### src/icache_fill_pkg.sv
/*
 * Instruction cache line-fill definitions
 * Widths, address field positions, the transaction-id layout and the
 * miss requester state encoding shared by every block of the fill path
 */
`default_nettype none

package icache_fill_pkg;

	// ==========================================================
	// Widths and sizes
	// ==========================================================
	localparam int ADDR_W    = 32;
	localparam int BEAT_W    = 128;
	localparam int LINE_W    = 512;
	localparam int NUM_BEATS = LINE_W / BEAT_W;
	localparam int LOG_BEATS = 2;
	localparam int LOG_WAYS  = 2;
	localparam int NUM_WAYS  = 1 << LOG_WAYS;
	localparam int LOG_SETS  = 4;
	localparam int NUM_SETS  = 1 << LOG_SETS;
	localparam int LOG_SLOTS = 2;
	localparam int NUM_SLOTS = 1 << LOG_SLOTS;

	// ==========================================================
	// Address fields and transaction id
	// ==========================================================
	// Beat within the line, then the set index, then the tag
	localparam int BEAT_LO = 4;
	localparam int BEAT_HI = 5;
	localparam int SET_LO  = 6;
	localparam int SET_HI  = 9;
	localparam int TAG_LO  = 10;
	localparam int TAG_HI  = ADDR_W - 1;
	localparam int TAG_W   = ADDR_W - TAG_LO;

	// Slot number sits above the beat number in every id
	localparam int TID_W       = LOG_SLOTS + LOG_BEATS;
	localparam int TID_BEAT_LO = 0;
	localparam int TID_BEAT_HI = LOG_BEATS - 1;
	localparam int TID_SLOT_LO = LOG_BEATS;
	localparam int TID_SLOT_HI = TID_W - 1;

	// Replacement LFSR, the seed only has to be non-zero
	localparam int LFSR_W = 17;
	localparam logic [LFSR_W-1:0] LFSR_SEED = 17'h0ace1;

	// Miss requester states
	typedef enum logic {
		REQ_IDLE,
		REQ_ISSUE
	} req_state_t;

endpackage

`default_nettype wire

### src/lfsr17.sv
/*
 * Replacement LFSR
 * Free-running 17-bit Fibonacci LFSR with taps at 17 and 14, used
 * as the pseudo-random way selector for line fills
 */
`timescale 1ns/1ps
`default_nettype none

module lfsr17
	import icache_fill_pkg::*;
(
	input  wire               clk,
	input  wire               rst,
	output logic [LFSR_W-1:0] o
);

	logic fb;

	// Taps 17 and 14 give the full 2^17-1 sequence
	assign fb = o[LFSR_W-1] ^ o[LFSR_W-4];

	always_ff @(posedge clk or posedge rst) begin
		if (rst)
			o <= LFSR_SEED;
		else
			o <= {o[LFSR_W-2:0], fb};
	end

	// The all-zero state is a lock-up state the sequence can never leave
	a_never_zero: assert property (@(posedge clk) disable iff (rst) o != '0)
		else $error("lfsr17 reached the all-zero state");

endmodule

`default_nettype wire

### config.mk
export PLATFORM = sky130hd
export DESIGN_NAME = lfsr17
export DESIGN_NICKNAME = d
export VERILOG_FILES = /design/src/icache_fill_pkg.sv /design/src/lfsr17.sv
export SDC_FILE = /design/constraint.sdc
export NUM_CORES = 1
export LEC_CHECK = 0
export ABC_AREA = 1
export ABC_CLOCK_PERIOD_IN_PS = 1600
export BUFFER_PORTS_ARGS = -buffer_cell sky130_fd_sc_hd__buf_2
export CAP_MARGIN = 0
export CORE_AREA = 2 2 39 41
export CTS_BUF_LIST = sky130_fd_sc_hd__clkbuf_16
export DETAILED_ROUTE_END_ITERATION = 8
export DIE_AREA = 0 0 41 43
export GPL_TIMING_DRIVEN = 0
export SYNTH_ARGS = -nofsm -noshare
export SYNTH_HDL_FRONTEND = slang
export SYNTH_SLANG_ARGS = --single-unit
### constraint.sdc
create_clock -name clk -period 1.6 [get_ports clk]
set_input_delay 0.32 -clock clk [delete_from_list [all_inputs] [get_ports clk]]
set_output_delay 0.32 -clock clk [all_outputs]
set_load 0.1 [all_outputs]
==> flow_summary_export.csv <==
group,metric,value,unit
cts,path_clk_slew,0.05,ns
synthesis,synth_cell_types,4,
timing,timing.fmax,0.644,GHz
timing,hold_viol,0,
routing,ant_nets,0,
run,maxCapViolations,0,
pwr,internal_power,763,uW
floorplanning,rows,14,
pwr,power.density,1410,mW/mm^2
cts,holdBufCountCts,0,
pwr,seq_power_share,47.5,%
critical_path,cp.buffers_inverters,1,
cts,root_buffer,"clkbuf_16",
layout,diodes,0,
critical_path,cp_slowest_cell,"dfstp_2",
place,portBuffers,18,
floorplanning,io_pins,19,
floorplanning,die_x,41,um
outcome,status,"complete, no violations",
routing,finalWirelength,699,um
layout,nets,48,
global_routing,grt_start_max_net_pins,18,
layout,largest-register,"o",
timing,tightest_slew,0.608,ns
critical_path,crit_path_max_incr_delay,0.56,ns
pwr,p_comb_share,1.0,%
timing,relSlewSlack,59.4,%
layout,reg.largest.list,"o (17)",
synthesis,yosysWarnings,0,
place,post-dp-hpwl,471,um
global_routing,gr-total-overflow,0,
timing,fin_crit_sh,97.0,%
layout,largest_register_ffs,17,
routing,drc,0,
pwr,leakage,0.000364,uW
timing,setup_violations,0,
routing,num_vias,250,
critical_path,critPathKind,"flop to output pin",
global_routing,grt.total_usage,9.48,%
pwr,finalPower,910,uW
pwr,switching_share,16.1,%
global_routing,grt_pass1_wl,959,um
timing,fin_worst_skew,0.00256,ns
critical_path,critical_path.cell_chain,"buf_2",
cts,htreeDepth,1,
routing,firstDrtPassIters,2,
cts,clkSinkCount,17,
critical_path,cp.arrival,1.23,ns
critical_path,endpoint_kind,"output pin",
routing,wire_per_inst,11.5,um
floorplanning,dieArea,0.00176,mm^2
layout,seqCellArea,435,um^2
cts,clk_latency,0.24,ns
pwr,clock_power_share,51.5,%
global_routing,antenna_found_initial,0,
pwr,power_switching,147,uW
critical_path,cp-start-kind,"flop",
floorplanning,start_util,33.1,%
global_routing,grt_pass1_vias,210,
layout,multi_input_area,11.3,um^2
synthesis,ys_ff_latch,17,
routing,viasPerCell,4.10,
pwr,ir_drop,782,uV
synthesis,yosysSeqAreaShare,95.1,%
floorplanning,core,0.00138,mm^2
cts,cts_setup_buffers,0,
cts,clockBufferDepth,2,
layout,syn2layout_area_growth,41.3,%
cts,cts_resized,0,
cts,cts_tree,"done",
layout,fill_cells,127,
timing,tns,0,ns
critical_path,crit_family,"flip-flops",
place,routabilityCongestion,0.535,
synthesis,netlist_area,458,um^2
cts,cts_inserted_buffers,3,
critical_path,cp.required,1.28,ns
routing,drtIter0Drc,2,
synthesis,synth.avg_cell_area,19.9,um^2
critical_path,path_max_fanout,4,
timing,maxSlewViolCount,0,
min_path,hp-class,"input pin to async pin",
layout,drive_above_1_share,64.4,%
timing,rsz0062_at_grt,"no",
synthesis,synth_cells,23,
floorplanning,die_h,43,um
synthesis,synth.net_count,25,
timing,fin_crit,1.55,ns
## power by group through the flow
stage / clock network [uW] / logic [uW] / registers [uW]
floorplan: 0 / 6.30 / 438
global placement: 0 / 9.05 / 438
detailed placement: 0 / 9.47 / 438
CTS: 485 / 9.38 / 432
global route: 504 / 10.6 / 431
finish: 469 / 8.86 / 432
## worst paths after layout
kind	start	end	slack (ns)	depth (start not counted)
max reg2reg	o[13]	o[0]	0.84	3
max	o[13]	o[13]	0.05	1
min reg2reg	o[5]	o[6]	0.36	0
min	rst	o[1]	0.15	2
max in group asynchronous	rst	o[3]	1.06	2
min in group clk	o[5]	o[6]	0.36	0
## logic make-up after synthesis
family	after synthesis	synth area share (%)
AND/OR/NAND/NOR	3	2.46
buffers and inverters	3	2.46
flip-flops	17	95.1
## layer usage
layer / up-vias / global-route usage [%] / share of wire [%]
li1: 114 / - / -
met1: 125 / 12.3 / 49
met2: 11 / 10.3 / 43
met3: 0 / 6.28 / 7.3
met4: 0 / 8.00 / 0
met5: - / 0 / 0
## layout make-up
cell class / instances / area share (%)
multi-input cells: 3 / 1.74
clock inverters: 1 / 0.580
repair buffers: 18 / 13.9
inverters: 3 / 1.74
clock buffers: 3 / 11.6
flip-flops and latches: 17 / 67.3
well taps: 16 / 3.09
## cells in the mapped netlist, drive strengths merged
library cell  count  area [um^2]
inv               3         11.3
dfstp             8          210
nand2             3         11.3
dfrtp             9          225
## cell usage in the layout (no fill, tap or decap), drive strengths merged
| master | synthesis | final |
|---|---|---|
| buf | 0 | 18 |
| inv | 3 | 4 |
| nand2 | 3 | 3 |
| dfstp | 8 | 8 |
| clkbuf | 0 | 3 |
| dfrtp | 9 | 9 |
## per-stage QoR
stage | hold slack [ns] | utilization, % | area, um^2 | setup slack, ns | cells
final | 0.149 | 46.7 | 647 | 0.0475 | 61
after global routing | 0.197 | 46.7 | 647 | 0.0247 | 61
after CTS | 0.159 | 46.7 | 647 | 0.0381 | 61
after detailed placement | 0.356 | 41.0 | 568 | 0.314 | 57
after global placement | 0.355 | 41.0 | 568 | 0.317 | 57
after floorplan | 0.240 | - | 458 | 0.368 | 23
Note: power is estimated with default switching activity, not from simulation.
