`config.mk`:
```
export PLATFORM = sky130hd
export DESIGN_NAME = icache_miss_requester
export DESIGN_NICKNAME = d
export VERILOG_FILES = /design/src/icache_fill_pkg.sv /design/src/icache_miss_requester.sv
export SDC_FILE = /design/constraint.sdc
export NUM_CORES = 1
export LEC_CHECK = 0
export ABC_AREA = 0
export BUFFER_PORTS_ARGS = -buffer_cell sky130_fd_sc_hd__buf_2
export CORE_MARGIN = 2
export CORE_UTILIZATION = 45
export DETAILED_ROUTE_END_ITERATION = 10
export HOLD_SLACK_MARGIN = 0.12
export PLACE_DENSITY_LB_ADDON = 0.1
export SYNTH_ARGS = -nofsm -noshare
export SYNTH_HDL_FRONTEND = slang
export SYNTH_SLANG_ARGS = --single-unit
```
`constraint.sdc`:
```
create_clock -name clk -period 3 [get_ports clk]
set_clock_uncertainty 0.2 [all_clocks]
set_input_delay 0.6 -clock clk [delete_from_list [all_inputs] [get_ports clk]]
set_output_delay 0.6 -clock clk [all_outputs]
set_load 0.02 [all_outputs]
```
`src/icache_fill_pkg.sv`:
```
/*
 * Instruction cache line-fill definitions
 * Widths, address field positions, the transaction-id layout and the
 * miss requester state encoding shared by every block of the fill path
 */
`default_nettype none

package icache_fill_pkg;

	// ==========================================================
	// Widths and sizes
	// ==========================================================
	localparam int ADDR_W    = 32;
	localparam int BEAT_W    = 128;
	localparam int LINE_W    = 512;
	localparam int NUM_BEATS = LINE_W / BEAT_W;
	localparam int LOG_BEATS = 2;
	localparam int LOG_WAYS  = 2;
	localparam int NUM_WAYS  = 1 << LOG_WAYS;
	localparam int LOG_SETS  = 4;
	localparam int NUM_SETS  = 1 << LOG_SETS;
	localparam int LOG_SLOTS = 2;
	localparam int NUM_SLOTS = 1 << LOG_SLOTS;

	// ==========================================================
	// Address fields and transaction id
	// ==========================================================
	// Beat within the line, then the set index, then the tag
	localparam int BEAT_LO = 4;
	localparam int BEAT_HI = 5;
	localparam int SET_LO  = 6;
	localparam int SET_HI  = 9;
	localparam int TAG_LO  = 10;
	localparam int TAG_HI  = ADDR_W - 1;
	localparam int TAG_W   = ADDR_W - TAG_LO;

	// Slot number sits above the beat number in every id
	localparam int TID_W       = LOG_SLOTS + LOG_BEATS;
	localparam int TID_BEAT_LO = 0;
	localparam int TID_BEAT_HI = LOG_BEATS - 1;
	localparam int TID_SLOT_LO = LOG_BEATS;
	localparam int TID_SLOT_HI = TID_W - 1;

	// Replacement LFSR, the seed only has to be non-zero
	localparam int LFSR_W = 17;
	localparam logic [LFSR_W-1:0] LFSR_SEED = 17'h0ace1;

	// Miss requester states
	typedef enum logic {
		REQ_IDLE,
		REQ_ISSUE
	} req_state_t;

endpackage

`default_nettype wire

```
`src/icache_miss_requester.sv`:
```
/*
 * Instruction cache miss requester
 * Takes fetch misses, gives each one a free fill slot and issues the
 * four beat reads of the line with a slot and beat transaction id
 */
`timescale 1ns/1ps
`default_nettype none

module icache_miss_requester
	import icache_fill_pkg::*;
(
	input  wire                               clk,
	input  wire                               rst,
	input  wire                               miss,
	input  wire  [ADDR_W-1:0]                 miss_vadr,
	input  wire  [ADDR_W-1:0]                 miss_padr,
	output logic                              miss_ready,
	output logic                              req,
	output logic [ADDR_W-1:0]                 req_adr,
	output logic [TID_W-1:0]                  req_tid,
	output logic [NUM_SLOTS-1:0][TAG_W-1:0]   slot_vtag,
	input  wire                               wr_ic,
	input  wire  [LOG_SLOTS-1:0]              fill_slot
);

	req_state_t           state;
	logic [NUM_SLOTS-1:0] busy;
	logic [LOG_SLOTS-1:0] cur_slot;
	logic [LOG_SLOTS-1:0] free_slot;
	logic [LOG_BEATS-1:0] beat_cnt;
	logic [ADDR_W-1:SET_LO] line_adr;
	logic                 take;

	// ==========================================================
	// Slot allocation
	// ==========================================================
	// Scan downwards so the lowest free slot wins
	always_comb begin
		free_slot = '0;
		for (int i = NUM_SLOTS - 1; i >= 0; i--) begin
			if (!busy[i])
				free_slot = LOG_SLOTS'(i);
		end
	end

	// Ready only while idle and at least one slot is free
	assign miss_ready = (state == REQ_IDLE) && !(&busy);
	assign take = miss && miss_ready;

	// ==========================================================
	// Beat read issue
	// ==========================================================
	// One read per cycle while issuing, beat number goes into bits 5:4
	assign req     = (state == REQ_ISSUE);
	assign req_adr = {line_adr, beat_cnt, {BEAT_LO{1'b0}}};
	assign req_tid = {cur_slot, beat_cnt};

	always_ff @(posedge clk or posedge rst) begin
		if (rst) begin
			state    <= REQ_IDLE;
			busy     <= '0;
			cur_slot <= '0;
			beat_cnt <= '0;
		end else begin
			// A completed line releases its slot
			if (wr_ic)
				busy[fill_slot] <= 1'b0;
			case (state)
			REQ_IDLE: begin
				if (take) begin
					busy[free_slot] <= 1'b1;
					cur_slot        <= free_slot;
					beat_cnt        <= '0;
					state           <= REQ_ISSUE;
				end
			end
			REQ_ISSUE: begin
				beat_cnt <= beat_cnt + 1'b1;
				// Last beat goes out this cycle
				if (&beat_cnt)
					state <= REQ_IDLE;
			end
			default: state <= REQ_IDLE;
			endcase
		end
	end

	// Line address and virtual tag of the accepted miss
	always_ff @(posedge clk) begin
		if (take) begin
			line_adr             <= miss_padr[ADDR_W-1:SET_LO];
			slot_vtag[free_slot] <= miss_vadr[TAG_HI:TAG_LO];
		end
	end

	// A miss offered while no slot can take it would be dropped
	a_miss_ready: assert property (@(posedge clk) disable iff (rst) miss |-> miss_ready)
		else $error("miss raised while not ready, requester %s", state.name());

endmodule

`default_nettype wire

```
==> results of run 1 <==
-- critical path: stages (launching register included) --
cell	delay (ps)
sky130_fd_sc_hd__dfrtp_1	470
sky130_fd_sc_hd__and4_1	330
sky130_fd_sc_hd__nor2_1	50
sky130_fd_sc_hd__buf_2	160
-- cells in the mapped netlist (all sizes together) --
library cell,n,share of area
edfxtp,114,0.87
conb,1,0.00096
ha,1,0.0032
mux2i,2,0.0051
and4,1,0.0022
nand2,5,0.0048
nor2,7,0.0067
and3,1,0.0016
o22ai,1,0.0016
buf,6,0.012
nand2b,2,0.0032
nor2b,1,0.0022
o21ai,7,0.0090
a21o,1,0.0019
nand3,2,0.0026
nand3b,1,0.0019
dfrtp,9,0.058
a21oi,3,0.0038
inv,4,0.0038
nand4,1,0.0016
-- timing repair --
action / 4_1_cts / 5_1_grt
endpoints found under the hold margin: 106 / 4
hold buffers: 45 / 1
setup endpoints to repair: 0 / 0
resized for setup: 0 / 0
-- power breakdown --
group          internal (mW)  total [mW]  switching, mW
logic                  0.268       0.796          0.528
registers               2.14        2.25          0.115
clock network           1.44        2.14          0.705
-- cells in the final DEF, fill, tap and decap left out --
master,n
sky130_fd_sc_hd__bufinv_16,5
sky130_fd_sc_hd__clkinvlp_4,3
sky130_fd_sc_hd__ha_1,1
sky130_fd_sc_hd__and4_1,1
sky130_fd_sc_hd__nand3b_1,1
sky130_fd_sc_hd__and3_1,1
sky130_fd_sc_hd__inv_1,4
sky130_fd_sc_hd__nor2_2,4
sky130_fd_sc_hd__clkbuf_1,1
sky130_fd_sc_hd__nand2b_1,2
sky130_fd_sc_hd__buf_4,4
sky130_fd_sc_hd__conb_1,4
sky130_fd_sc_hd__clkbuf_16,16
sky130_fd_sc_hd__clkinv_2,2
sky130_fd_sc_hd__dlygate4sd3_1,46
sky130_fd_sc_hd__buf_12,1
sky130_fd_sc_hd__nand2_1,5
sky130_fd_sc_hd__dfrtp_1,9
sky130_fd_sc_hd__a21oi_1,3
sky130_fd_sc_hd__nand3_1,2
sky130_fd_sc_hd__edfxtp_1,114
sky130_fd_sc_hd__o21ai_0,4
sky130_fd_sc_hd__clkinv_4,2
sky130_fd_sc_hd__buf_2,175
sky130_fd_sc_hd__o21ai_1,3
sky130_fd_sc_hd__nor2b_2,1
sky130_fd_sc_hd__o22ai_1,1
sky130_fd_sc_hd__nor2_1,3
sky130_fd_sc_hd__a21o_1,1
sky130_fd_sc_hd__clkbuf_8,1
sky130_fd_sc_hd__mux2i_1,2
sky130_fd_sc_hd__inv_6,2
sky130_fd_sc_hd__nand4_1,1
-- registers in the layout (all words and copies together), names as in the netlist --
register and count:
req 1, slot_vtag 88, line_adr 26, cur_slot 2, beat_cnt 2, busy 4
-- final cells by class --
| cell class | instances | area [µm²] | share of cell area |
|---|---|---|---|
| Sequential cell | 123 | 3650 | 0.603 |
| Timing Repair Buffer | 226 | 1390 | 0.229 |
| Clock buffer | 18 | 418 | 0.0691 |
| Multi-Input combinational cell | 40 | 226 | 0.0375 |
| Clock inverter | 14 | 218 | 0.0360 |
| Tap cell | 108 | 135 | 0.0223 |
| Inverter | 4 | 15.0 | 0.00248 |
-- kinds of logic (layout without fill, tap and decap cells) --
logic type                 Yosys count  in the layout
muxes                                2              2
AOI/OAI and AO/OA                   12             12
adders and majority gates            1              1
and+or+nand+nor                     21             21
buffers and inverters               10            262
DFF                                123            123
other                                1              4
-- worst max path at each step --
stage / from / end / cells after the start
floorplan: req / line_adr[10] / 2
global placement: miss / slot_vtag[55] / 5
detailed placement: miss / slot_vtag[49] / 5
CTS: busy[0] / miss_ready / 3
global route: busy[2] / miss_ready / 3
finish: busy[2] / miss_ready / 3
-- layer usage --
layer  track usage  vias up
li1              -     1142
met1         0.226     1144
met2         0.315      125
met3        0.0770        4
met4        0.0577        0
met5             0        -
-- stage by stage --
step	utilization	instance area (µm²)	hold WS (ps)	cells	worst slack [ps]
3_3_place_gp	0.576	4950	330	455	862
3_5_place_dp	0.576	4950	341	455	817
2_1_floorplan	-	3930	228	173	493
5_1_grt	0.704	6050	128	533	630
4_1_cts	0.703	6040	121	532	694
6_report	0.704	6050	142	533	711
==> impl_metrics.csv, run 1 <==
group,metric,value,unit
status,result_of_the_run,"complete, no violations",
cells_and_area,post_route_cells_drive_above_1_share,0.508,
logic_synthesis,synth_area_per_cell,23.0,µm²
routing,route.antenna.remaining_nets,0,
die,placement_rows,34,
place,place.port_buffers,175,
grt,grt_antenna_before_repair,0,
sta,finalHoldViolCount,0,
cells_and_area,ant_diodes,0,
sta,rsz_0062_raised_after_global_routing,"no",
die,die_height,97.3,µm
critical_path,register_to_register_setup_slack,1100,ps
logic_synthesis,post_synth_instance_area,3910,µm²
clock_network,root_cell_of_the_clock_tree,"sky130_fd_sc_hd__clkbuf_8",
power_and_ir_drop,cell_area_power_density,858,nW/µm²
critical_path,worst_setup_start_kind,"flop",
sta,max_slew_vio_count,0,
clock_network,cts_num_sinks,123,
routing,met1Wirelength,3480,µm
grt,grt_first_pass_wirelength,13300,µm
logic_synthesis,synth.yosys.seq_area_share,0.932,
clock_network,clk_path_buf_depth,2,
critical_path,worst_r2r_path_depth,4,
die,start_util,0.455,
power_and_ir_drop,p_leak,2.49,nW
logic_synthesis,synth_top_family_by_area,"simple AND/OR/NAND/NOR gates",
worst_hold_path,hold-path-endpoint,"slot_vtag[1]",
critical_path,r2r-start,"req",
logic_synthesis,postSynthCellCount,170,
critical_path,path_max_fanout,7,
grt,grt_start_max_net_pins,28,
routing,route.detailed.vias_per_inst,4.53,
sta,max_clock_freq,437,MHz
cells_and_area,filler_cells,594,
critical_path,timing.critical_path.required,2200,ps
die,dieArea,9460,µm²
die,io_pins,196,
grt,global_route.usage.total,0.189,
sta,final_min_period_over_clock_period,0.763,
sta,setup_viol_count_final,0,
power_and_ir_drop,irDropWorstVdd,0.614,mV
grt,grt_pass1_vias,2555,
logic_synthesis,synth_xor_area_frac,0,
logic_synthesis,ys_ff_latch,123,
sta,min_period,2290,ps
routing,routedWlPerCell,16.3,µm
place,gp_congestion,0.759,
critical_path,worst-setup-path-type,"reg2out",
routing,drc_errors,0,
cells_and_area,finalNetCount,483,
clock_network,h-tree-depth,4,
place,place.detailed.hpwl,5410,µm
routing,drt-total-wl,8690,µm
clock_network,worst_skew_pair.late_latency,490,ps
clock_network,clk_transition_reported_paths,60,ps
routing,met2_length,4420,µm
critical_path,critPathCaptureType,"output pin",
clock_network,tritoncts.num_buffers,17,
logic_synthesis,adder_cell_share_of_the_synthesized_area,0.00320,
critical_path,critical_path_arrival,1490,ps
sta,fin_tns_setup,0,ps
clock_network,tritoncts_clock_tree,"done",
worst_hold_path,timing.hold.worst_path_depth,1,
die,core_area,8590,µm²
worst_hold_path,hp-start,"miss_vadr[11]",
power_and_ir_drop,totalPowerFinal,5.19,mW
logic_synthesis,share_of_synthesized_area_spent_on_multiplexers,0.00512,
cells_and_area,area_delta_synth_final,54.5,%
logic_synthesis,complex_gate_fraction_of_the_synthesized_area,0.0163,
routing,drt_first_pass_iters,4,
worst_hold_path,holdCritPathClass,"in2reg",
logic_synthesis,synth_simple_gate_area_share,0.0269,
grt,grt_overflow_total,0,
clock_network,post-cts-setup-buffer-count,0,
routing,met3RoutedLength,751,µm
logic_synthesis,yosysWarnings,0,
flow_run,timing.max_cap.violations,0,
die,die_w,97.3,µm
routing,highest_layer,"met4",
routing,detailedRoute.firstIterationViolations,80,
critical_path,crit-reg2reg-capture,"slot_vtag[65]",
logic_synthesis,netlist-cell-type-count,21,
routing,detailroute.via_count,2415,
No activity file was read; power rests on OpenSTA's default activity.
==> inputs of run 2 (changes only) <==
--- a/config.mk
+++ b/config.mk
@@ -5,10 +5,10 @@
 export SDC_FILE = /design/constraint.sdc
 export NUM_CORES = 1
 export LEC_CHECK = 0
-export ABC_AREA = 0
+export ABC_AREA = 1
 export BUFFER_PORTS_ARGS = -buffer_cell sky130_fd_sc_hd__buf_2
 export CORE_MARGIN = 2
-export CORE_UTILIZATION = 45
+export CORE_UTILIZATION = 41
 export DETAILED_ROUTE_END_ITERATION = 10
 export HOLD_SLACK_MARGIN = 0.12
 export PLACE_DENSITY_LB_ADDON = 0.1
==> constraint.sdc (replaced) <==
create_clock -name clk -period 1.85 [get_ports clk]
set_clock_uncertainty 0.2 [all_clocks]
set_input_delay 0.37 -clock clk [delete_from_list [all_inputs] [get_ports clk]]
set_output_delay 0.37 -clock clk [all_outputs]
set_load 0.02 [all_outputs]
==> impl_metrics.csv, run 2 <==
group,metric,value,unit
sta,finalHoldViolCount,0,
die,dieArea,10500,µm²
critical_path,cp_cell_instances,"nand2_2, inv_2, a21oi_2, buf_6",
clock_network,h-tree-depth,4,
logic_synthesis,synth_top_cell_by_area,"sky130_fd_sc_hd__edfxtp_1",
die,placement_rows,35,
grt,grt_first_pass_wirelength,12600,µm
logic_synthesis,synthMostInstantiatedCell,"sky130_fd_sc_hd__edfxtp_1",
die,die_w,102,µm
clock_network,root_cell_of_the_clock_tree,"sky130_fd_sc_hd__clkbuf_8",
power_and_ir_drop,irDropWorstVdd,0.766,mV
cells_and_area,reg.largest.list,"slot_vtag x88, line_adr x26, busy x4",
sta,max_slew_vio_count,0,
logic_synthesis,yosysWarnings,0,
die,io_pins,196,
cells_and_area,filler_cells,642,
routing,route.detailed.vias_per_inst,4.31,
status,result_of_the_run,"finished with violations",
routing,drt_first_pass_iters,4,
sta,fin_tns_setup,-3.88,ps
worst_hold_path,holdCritPathClass,"in2async",
cells_and_area,registers.top_by_ff_count,"slot_vtag",
critical_path,critPathCaptureType,"output pin",
routing,routedWlPerCell,15.2,µm
critical_path,critical_path_arrival,1280,ps
logic_synthesis,postSynthCellCount,177,
grt,grt_overflow_total,0,
die,core_area,9280,µm²
grt,global_route.usage.total,0.167,
grt,grt_start_max_net_pins,27,
sta,min_period,1850,ps
clock_network,tritoncts.num_buffers,17,
cells_and_area,largest_register_ff_count,88,
clock_network,tritoncts_clock_tree,"done",
routing,drc_errors,0,
sta,max_clock_freq,539,MHz
cells_and_area,stdcell_area,6330,µm²
critical_path,worst-setup-path-type,"reg2out",
cells_and_area,final_core_util,0.682,
routing,detailroute.via_count,2505,
clock_network,cts_num_sinks,123,
logic_synthesis,synth_edf_count,114,
sta,rsz_0062_raised_after_global_routing,"yes",
logic_synthesis,synth.yosys.seq_area_share,0.922,
cells_and_area,post_route_cells_drive_above_1_share,0.533,
clock_network,worst_skew_pair.late_latency,490,ps
sta,setup_viol_count_final,1,
sta,final_critical_path_setup_slack,-3.88,ps
logic_synthesis,postSynth.asyncResetShare,0.0732,
cells_and_area,area_delta_synth_final,60.1,%
cells_and_area,ant_diodes,0,
place,gp_congestion,0.768,
logic_synthesis,ys_top_cells_by_area,"sky130_fd_sc_hd__edfxtp_1 87%, sky130_fd_sc_hd__dfrtp_1 5.7%, sky130_fd_sc_hd__buf_4 1.1%",
cells_and_area,stdcell_count,581,
place,place.port_buffers,175,
power_and_ir_drop,p_leak,2.61,nW
critical_path,path_max_fanout,3,
cells_and_area,finalNetCount,511,
logic_synthesis,synth_area_per_cell,22.4,µm²
status,failing_checks,"negative setup slack",
power_and_ir_drop,cell_area_power_density,1360,nW/µm²
clock_network,clk_transition_reported_paths,60,ps
grt,grt_antenna_before_repair,0,
cells_and_area,mostFrequentLayoutCell,"sky130_fd_sc_hd__buf_2",
place,place_inst,487,
routing,route.antenna.remaining_nets,0,
routing,drt-total-wl,8820,µm
logic_synthesis,post_synth_instance_area,3960,µm²
place,place.detailed.hpwl,5530,µm
critical_path,timing.critical_path.required,1280,ps
cells_and_area,most_used_cells_in_the_layout_excluding_fill_and_tap_cells,"174 x sky130_fd_sc_hd__buf_2, 114 x sky130_fd_sc_hd__edfxtp_1, 55 x sky130_fd_sc_hd__dlygate4sd3_1",
logic_synthesis,netlist-cell-type-count,20,
logic_synthesis,ys_ff_latch,123,
critical_path,cp_slowest_cell,"sky130_fd_sc_hd__dfrtp_1",
die,die_height,102,µm
logic_synthesis,postSynth.topFlopCell,"sky130_fd_sc_hd__edfxtp_1",
flow_run,timing.max_cap.violations,0,
critical_path,worst_setup_start_kind,"flop",
logic_synthesis,yosys-top-cells-count,"114 x sky130_fd_sc_hd__edfxtp_1, 12 x sky130_fd_sc_hd__nand2_1, 9 x sky130_fd_sc_hd__dfrtp_1",
critical_path,crit_path_max_incr_delay,400,ps
die,start_util,0.426,
routing,detailedRoute.firstIterationViolations,119,
grt,grt_pass1_vias,2437,
sta,final_min_period_over_clock_period,1.00,
logic_synthesis,yosys.area.top_type_share,0.865,
clock_network,clk_path_buf_depth,2,
place,detailed_place.area,5120,µm²
run 2: cell count changes after synthesis, sizes merged, moves of 2 or more:
cell,delta
a21oi,-2
nand2,+10
nand3,+3
inv,+5
nand2b,-2
mux2i,-2
nor2,-3
o21ai,+3
run 2: cells by family after synthesis:
family / Yosys count / synth area share
AOI/OAI and AO/OA: 11 / 0.0158
adders and majority gates: 1 / 0.00316
buffers and inverters: 15 / 0.0206
DFF: 123 / 0.922
other: 1 / 0.000948
and+or+nand+nor: 26 / 0.0376
run 2: area by class of cell:
type / instances / area [µm²] / area share
Timing Repair Buffer: 247 / 1620 / 0.256
Clock inverter: 14 / 173 / 0.0273
Clock buffer: 17 / 414 / 0.0654
Tap cell: 129 / 161 / 0.0255
Inverter: 9 / 40.0 / 0.00632
Sequential cell: 123 / 3650 / 0.576
Multi-Input combinational cell: 42 / 275 / 0.0435
run 2: layer usage:
layer  wire length [µm]  track usage
met2               4560        0.287
met3                655       0.0698
met1               3480        0.188
met5                  0            0
met4                121       0.0585
run 2: path summary, 6_finish.rpt:
check | slack [ps] | from | endpoint | cells after the start
setup / recovery | -4 | busy[2] | miss_ready | 4
hold / removal | 190 | rst | req | 3
setup reg to reg | 130 | busy[3] | slot_vtag[87] | 8
hold reg to reg | 280 | cur_slot[1] | cur_slot[1] | 2
max in group asynchronous | 990 | rst | busy[2] | 3
min in group clk | 280 | cur_slot[1] | cur_slot[1] | 2
run 2: critical path: cells and delay by family, from the launching register on:
| family | cells | cell delay [ps] |
|---|---|---|
| AO/OA/AOI/OAI | 1 | 130 |
| AND/OR/NAND/NOR | 1 | 80 |
| buffers and inverters | 2 | 170 |
| flip-flops | 1 | 400 |
run 2: timing repair:
| item | in CTS | in global routing |
|---|---|---|
| resized for setup | 3 | 1 |
| endpoints found under the hold margin | 129 | 0 |
| pin swaps | 3 | 3 |
| buffers inserted | 4 | 4 |
| setup endpoints to repair | 1 | 1 |
| hold buffers | 55 | 0 |
run 2: where the power goes:
group          internal [mW]  switching [mW]
Combinational          0.663            1.11
Clock                   2.05            1.16
Sequential              3.49           0.134
Total                   6.20            2.41
run 2: stage by stage:
| step | hold WS [ps] | total power, mW | setup WS, ps |
|---|---|---|---|
| after floorplan | -2.08 | 4.62 | 69.0 |
| after global placement | 154 | 5.23 | 187 |
| after detailed placement | 158 | 5.25 | 194 |
| after CTS | 173 | 8.63 | -59.4 |
| after global routing | 204 | 8.94 | -64.1 |
| final | 190 | 8.61 | -3.88 |
==> inputs of run 3 (changes only) <==
==> constraint.sdc (replaced) <==
create_clock -name clk -period 1.85 [get_ports clk]
set_clock_uncertainty 0.2 [all_clocks]
set_input_delay 0.37 -clock clk [delete_from_list [all_inputs] [get_ports clk]]
set_output_delay 0.37 -clock clk [all_outputs]
set_load 0.01 [all_outputs]
==> impl_metrics.csv, run 3 (synthesis results as in run 2) <==
group,metric,value,unit
status,result_of_the_run,"finished with violations",
status,failing_checks,"negative setup slack",
power_and_ir_drop,irDropWorstVdd,0.624,mV
power_and_ir_drop,logic_pwr_share,0.170,
grt,global_route.usage.total,0.172,
routing,detailroute.via_count,2537,
clock_network,h-tree-depth,4,
die,start_util,0.426,
critical_path,timing.critical_path.required,1280,ps
cells_and_area,ant_diodes,0,
sta,fin_tns_setup,-20.5,ps
power_and_ir_drop,clockPowerShare,0.407,
place,place.port_buffers,175,
power_and_ir_drop,p_leak,2.63,nW
die,core_area,9280,µm²
worst_hold_path,holdCritPathClass,"in2async",
critical_path,crit-reg2reg-capture,"slot_vtag[33]",
power_and_ir_drop,power_switching_share,0.251,
cells_and_area,most_used_cells_in_the_layout_excluding_fill_and_tap_cells,"175 x sky130_fd_sc_hd__buf_2, 114 x sky130_fd_sc_hd__edfxtp_1, 55 x sky130_fd_sc_hd__dlygate4sd3_1",
critical_path,worst-setup-path-type,"reg2out",
grt,grt_antenna_before_repair,0,
sta,setup_viol_count_final,1,
place,place.detailed.hpwl,5810,µm
clock_network,root_cell_of_the_clock_tree,"sky130_fd_sc_hd__clkbuf_8",
sta,rsz_0062_raised_after_global_routing,"yes",
grt,grt_first_pass_wirelength,12900,µm
flow_run,timing.max_cap.violations,0,
sta,final_min_period_over_clock_period,1.01,
critical_path,r2r-start,"busy[0]",
grt,grt_start_max_net_pins,27,
sta,min_period,1870,ps
cells_and_area,multi_input_comb_area,275,µm²
critical_path,worstSetupStartpoint,"busy[3]",
cells_and_area,registers.top_by_ff_count,"slot_vtag",
grt,grt_overflow_total,0,
cells_and_area,post_route_cells_drive_above_1_share,0.527,
routing,route.antenna.remaining_nets,0,
critical_path,critPathCaptureType,"output pin",
routing,drt_first_pass_iters,4,
place,gp_congestion,0.751,
clock_network,clk_path_buf_depth,2,
critical_path,register_to_register_setup_slack,160,ps
critical_path,worst_r2r_path_depth,7,
clock_network,tritoncts_clock_tree,"done",
sta,finalHoldViolCount,0,
routing,drt-total-wl,9100,µm
sta,max_clock_freq,535,MHz
die,die_w,102,µm
die,io_pins,196,
clock_network,clk_transition_reported_paths,60,ps
cells_and_area,finalNetCount,508,
clock_network,cts_num_sinks,123,
die,die_height,102,µm
power_and_ir_drop,p_sw,2.15,mW
die,placement_rows,35,
sta,final_critical_path_setup_slack,-20.5,ps
sta,max_slew_vio_count,0,
place,dp_worst_setup_slack,191,ps
cells_and_area,area_delta_synth_final,60.5,%
power_and_ir_drop,cell_area_power_density,1350,nW/µm²
cells_and_area,ff_latch_area,3650,µm²
clock_network,worst_skew_pair.late_latency,510,ps
die,dieArea,10500,µm²
critical_path,path_max_fanout,3,
cells_and_area,largest_register_ff_count,88,
power_and_ir_drop,p_int,6.44,mW
critical_path,worst_setup_start_kind,"flop",
routing,drc_errors,0,
sta,whs,167,ps
cells_and_area,filler_cells,675,
routing,route.detailed.vias_per_inst,4.38,
routing,routedWlPerCell,15.7,µm
cells_and_area,reg.largest.list,"slot_vtag x88, line_adr x26, busy x4",
power_and_ir_drop,pwr-share-seq,0.422,
routing,detailedRoute.firstIterationViolations,56,
cells_and_area,mostFrequentLayoutCell,"sky130_fd_sc_hd__buf_2",
grt,grt_pass1_vias,2487,
critical_path,critical_path_arrival,1300,ps
clock_network,tritoncts.num_buffers,17,
-- run 3: cell types whose count changed in the layout (fill, tap and decap cells not counted), moves of 2 or more --
cell	before	now
sky130_fd_sc_hd__buf_4	12	9
sky130_fd_sc_hd__clkinv_4	6	4
sky130_fd_sc_hd__bufinv_16	3	5
sky130_fd_sc_hd__clkbuf_1	0	2
-- run 3: critical path: stages (launching register included) --
cell and delay [ps]:
sky130_fd_sc_hd__dfrtp_1 400, sky130_fd_sc_hd__nand2_2 90, sky130_fd_sc_hd__inv_2 60, sky130_fd_sc_hd__a21oi_2 120, sky130_fd_sc_hd__buf_2 140
-- run 3: timing repair --
item                       4_1_cts  5_1_grt
buffers inserted                 5        0
resized for setup                1        1
hold endpoints to repair       132        0
hold buffers                    55        0
setup endpoints to repair        1       29
pin swaps                        3        0
-- run 3: final cells by class --
cell class	instances	area share
clock buffers	19	0.0664
repair buffers	244	0.251
inverters	9	0.00571
flip-flops and latches	123	0.574
multi-input cells	42	0.0433
clock inverters	13	0.0339
well taps	129	0.0254
-- run 3: power groups by stage --
stage | logic (mW) | clock network (mW) | registers [mW]
final | 1.46 | 3.50 | 3.63
after global routing | 1.60 | 3.67 | 3.67
after detailed placement | 1.29 | 0 | 3.69
after CTS | 1.47 | 3.54 | 3.63
after global placement | 1.27 | 0 | 3.68
after floorplan | 0.505 | 0 | 3.85
-- run 3: worst max path at each step --
stage,slack [ps],endpoint,depth (start not counted)
detailed placement,190,slot_vtag[45],7
global placement,200,slot_vtag[11],6
finish,-20,miss_ready,4
CTS,-50,miss_ready,4
floorplan,10,line_adr[10],5
global route,-100,miss_ready,4
-- run 3: per-stage QoR --
stage | cells | util | cell area, µm² | total power [mW]
floorplan | 180 | - | 4000 | 4.36
global placement | 487 | 0.552 | 5120 | 4.95
detailed placement | 487 | 0.552 | 5120 | 4.99
CTS | 579 | 0.684 | 6350 | 8.65
global route | 579 | 0.684 | 6350 | 8.93
finish | 579 | 0.684 | 6350 | 8.59
-- run 3: per-layer routing --
layer | share of wire | vias to the layer above | track usage | wire length, µm
met5 | 0 | - | 0 | 0
met2 | 0.51 | 118 | 0.289 | 4610
met3 | 0.075 | 7 | 0.0650 | 679
met1 | 0.41 | 1222 | 0.202 | 3710
met4 | 0.011 | 0 | 0.0636 | 99
li1 | - | 1190 | - | -
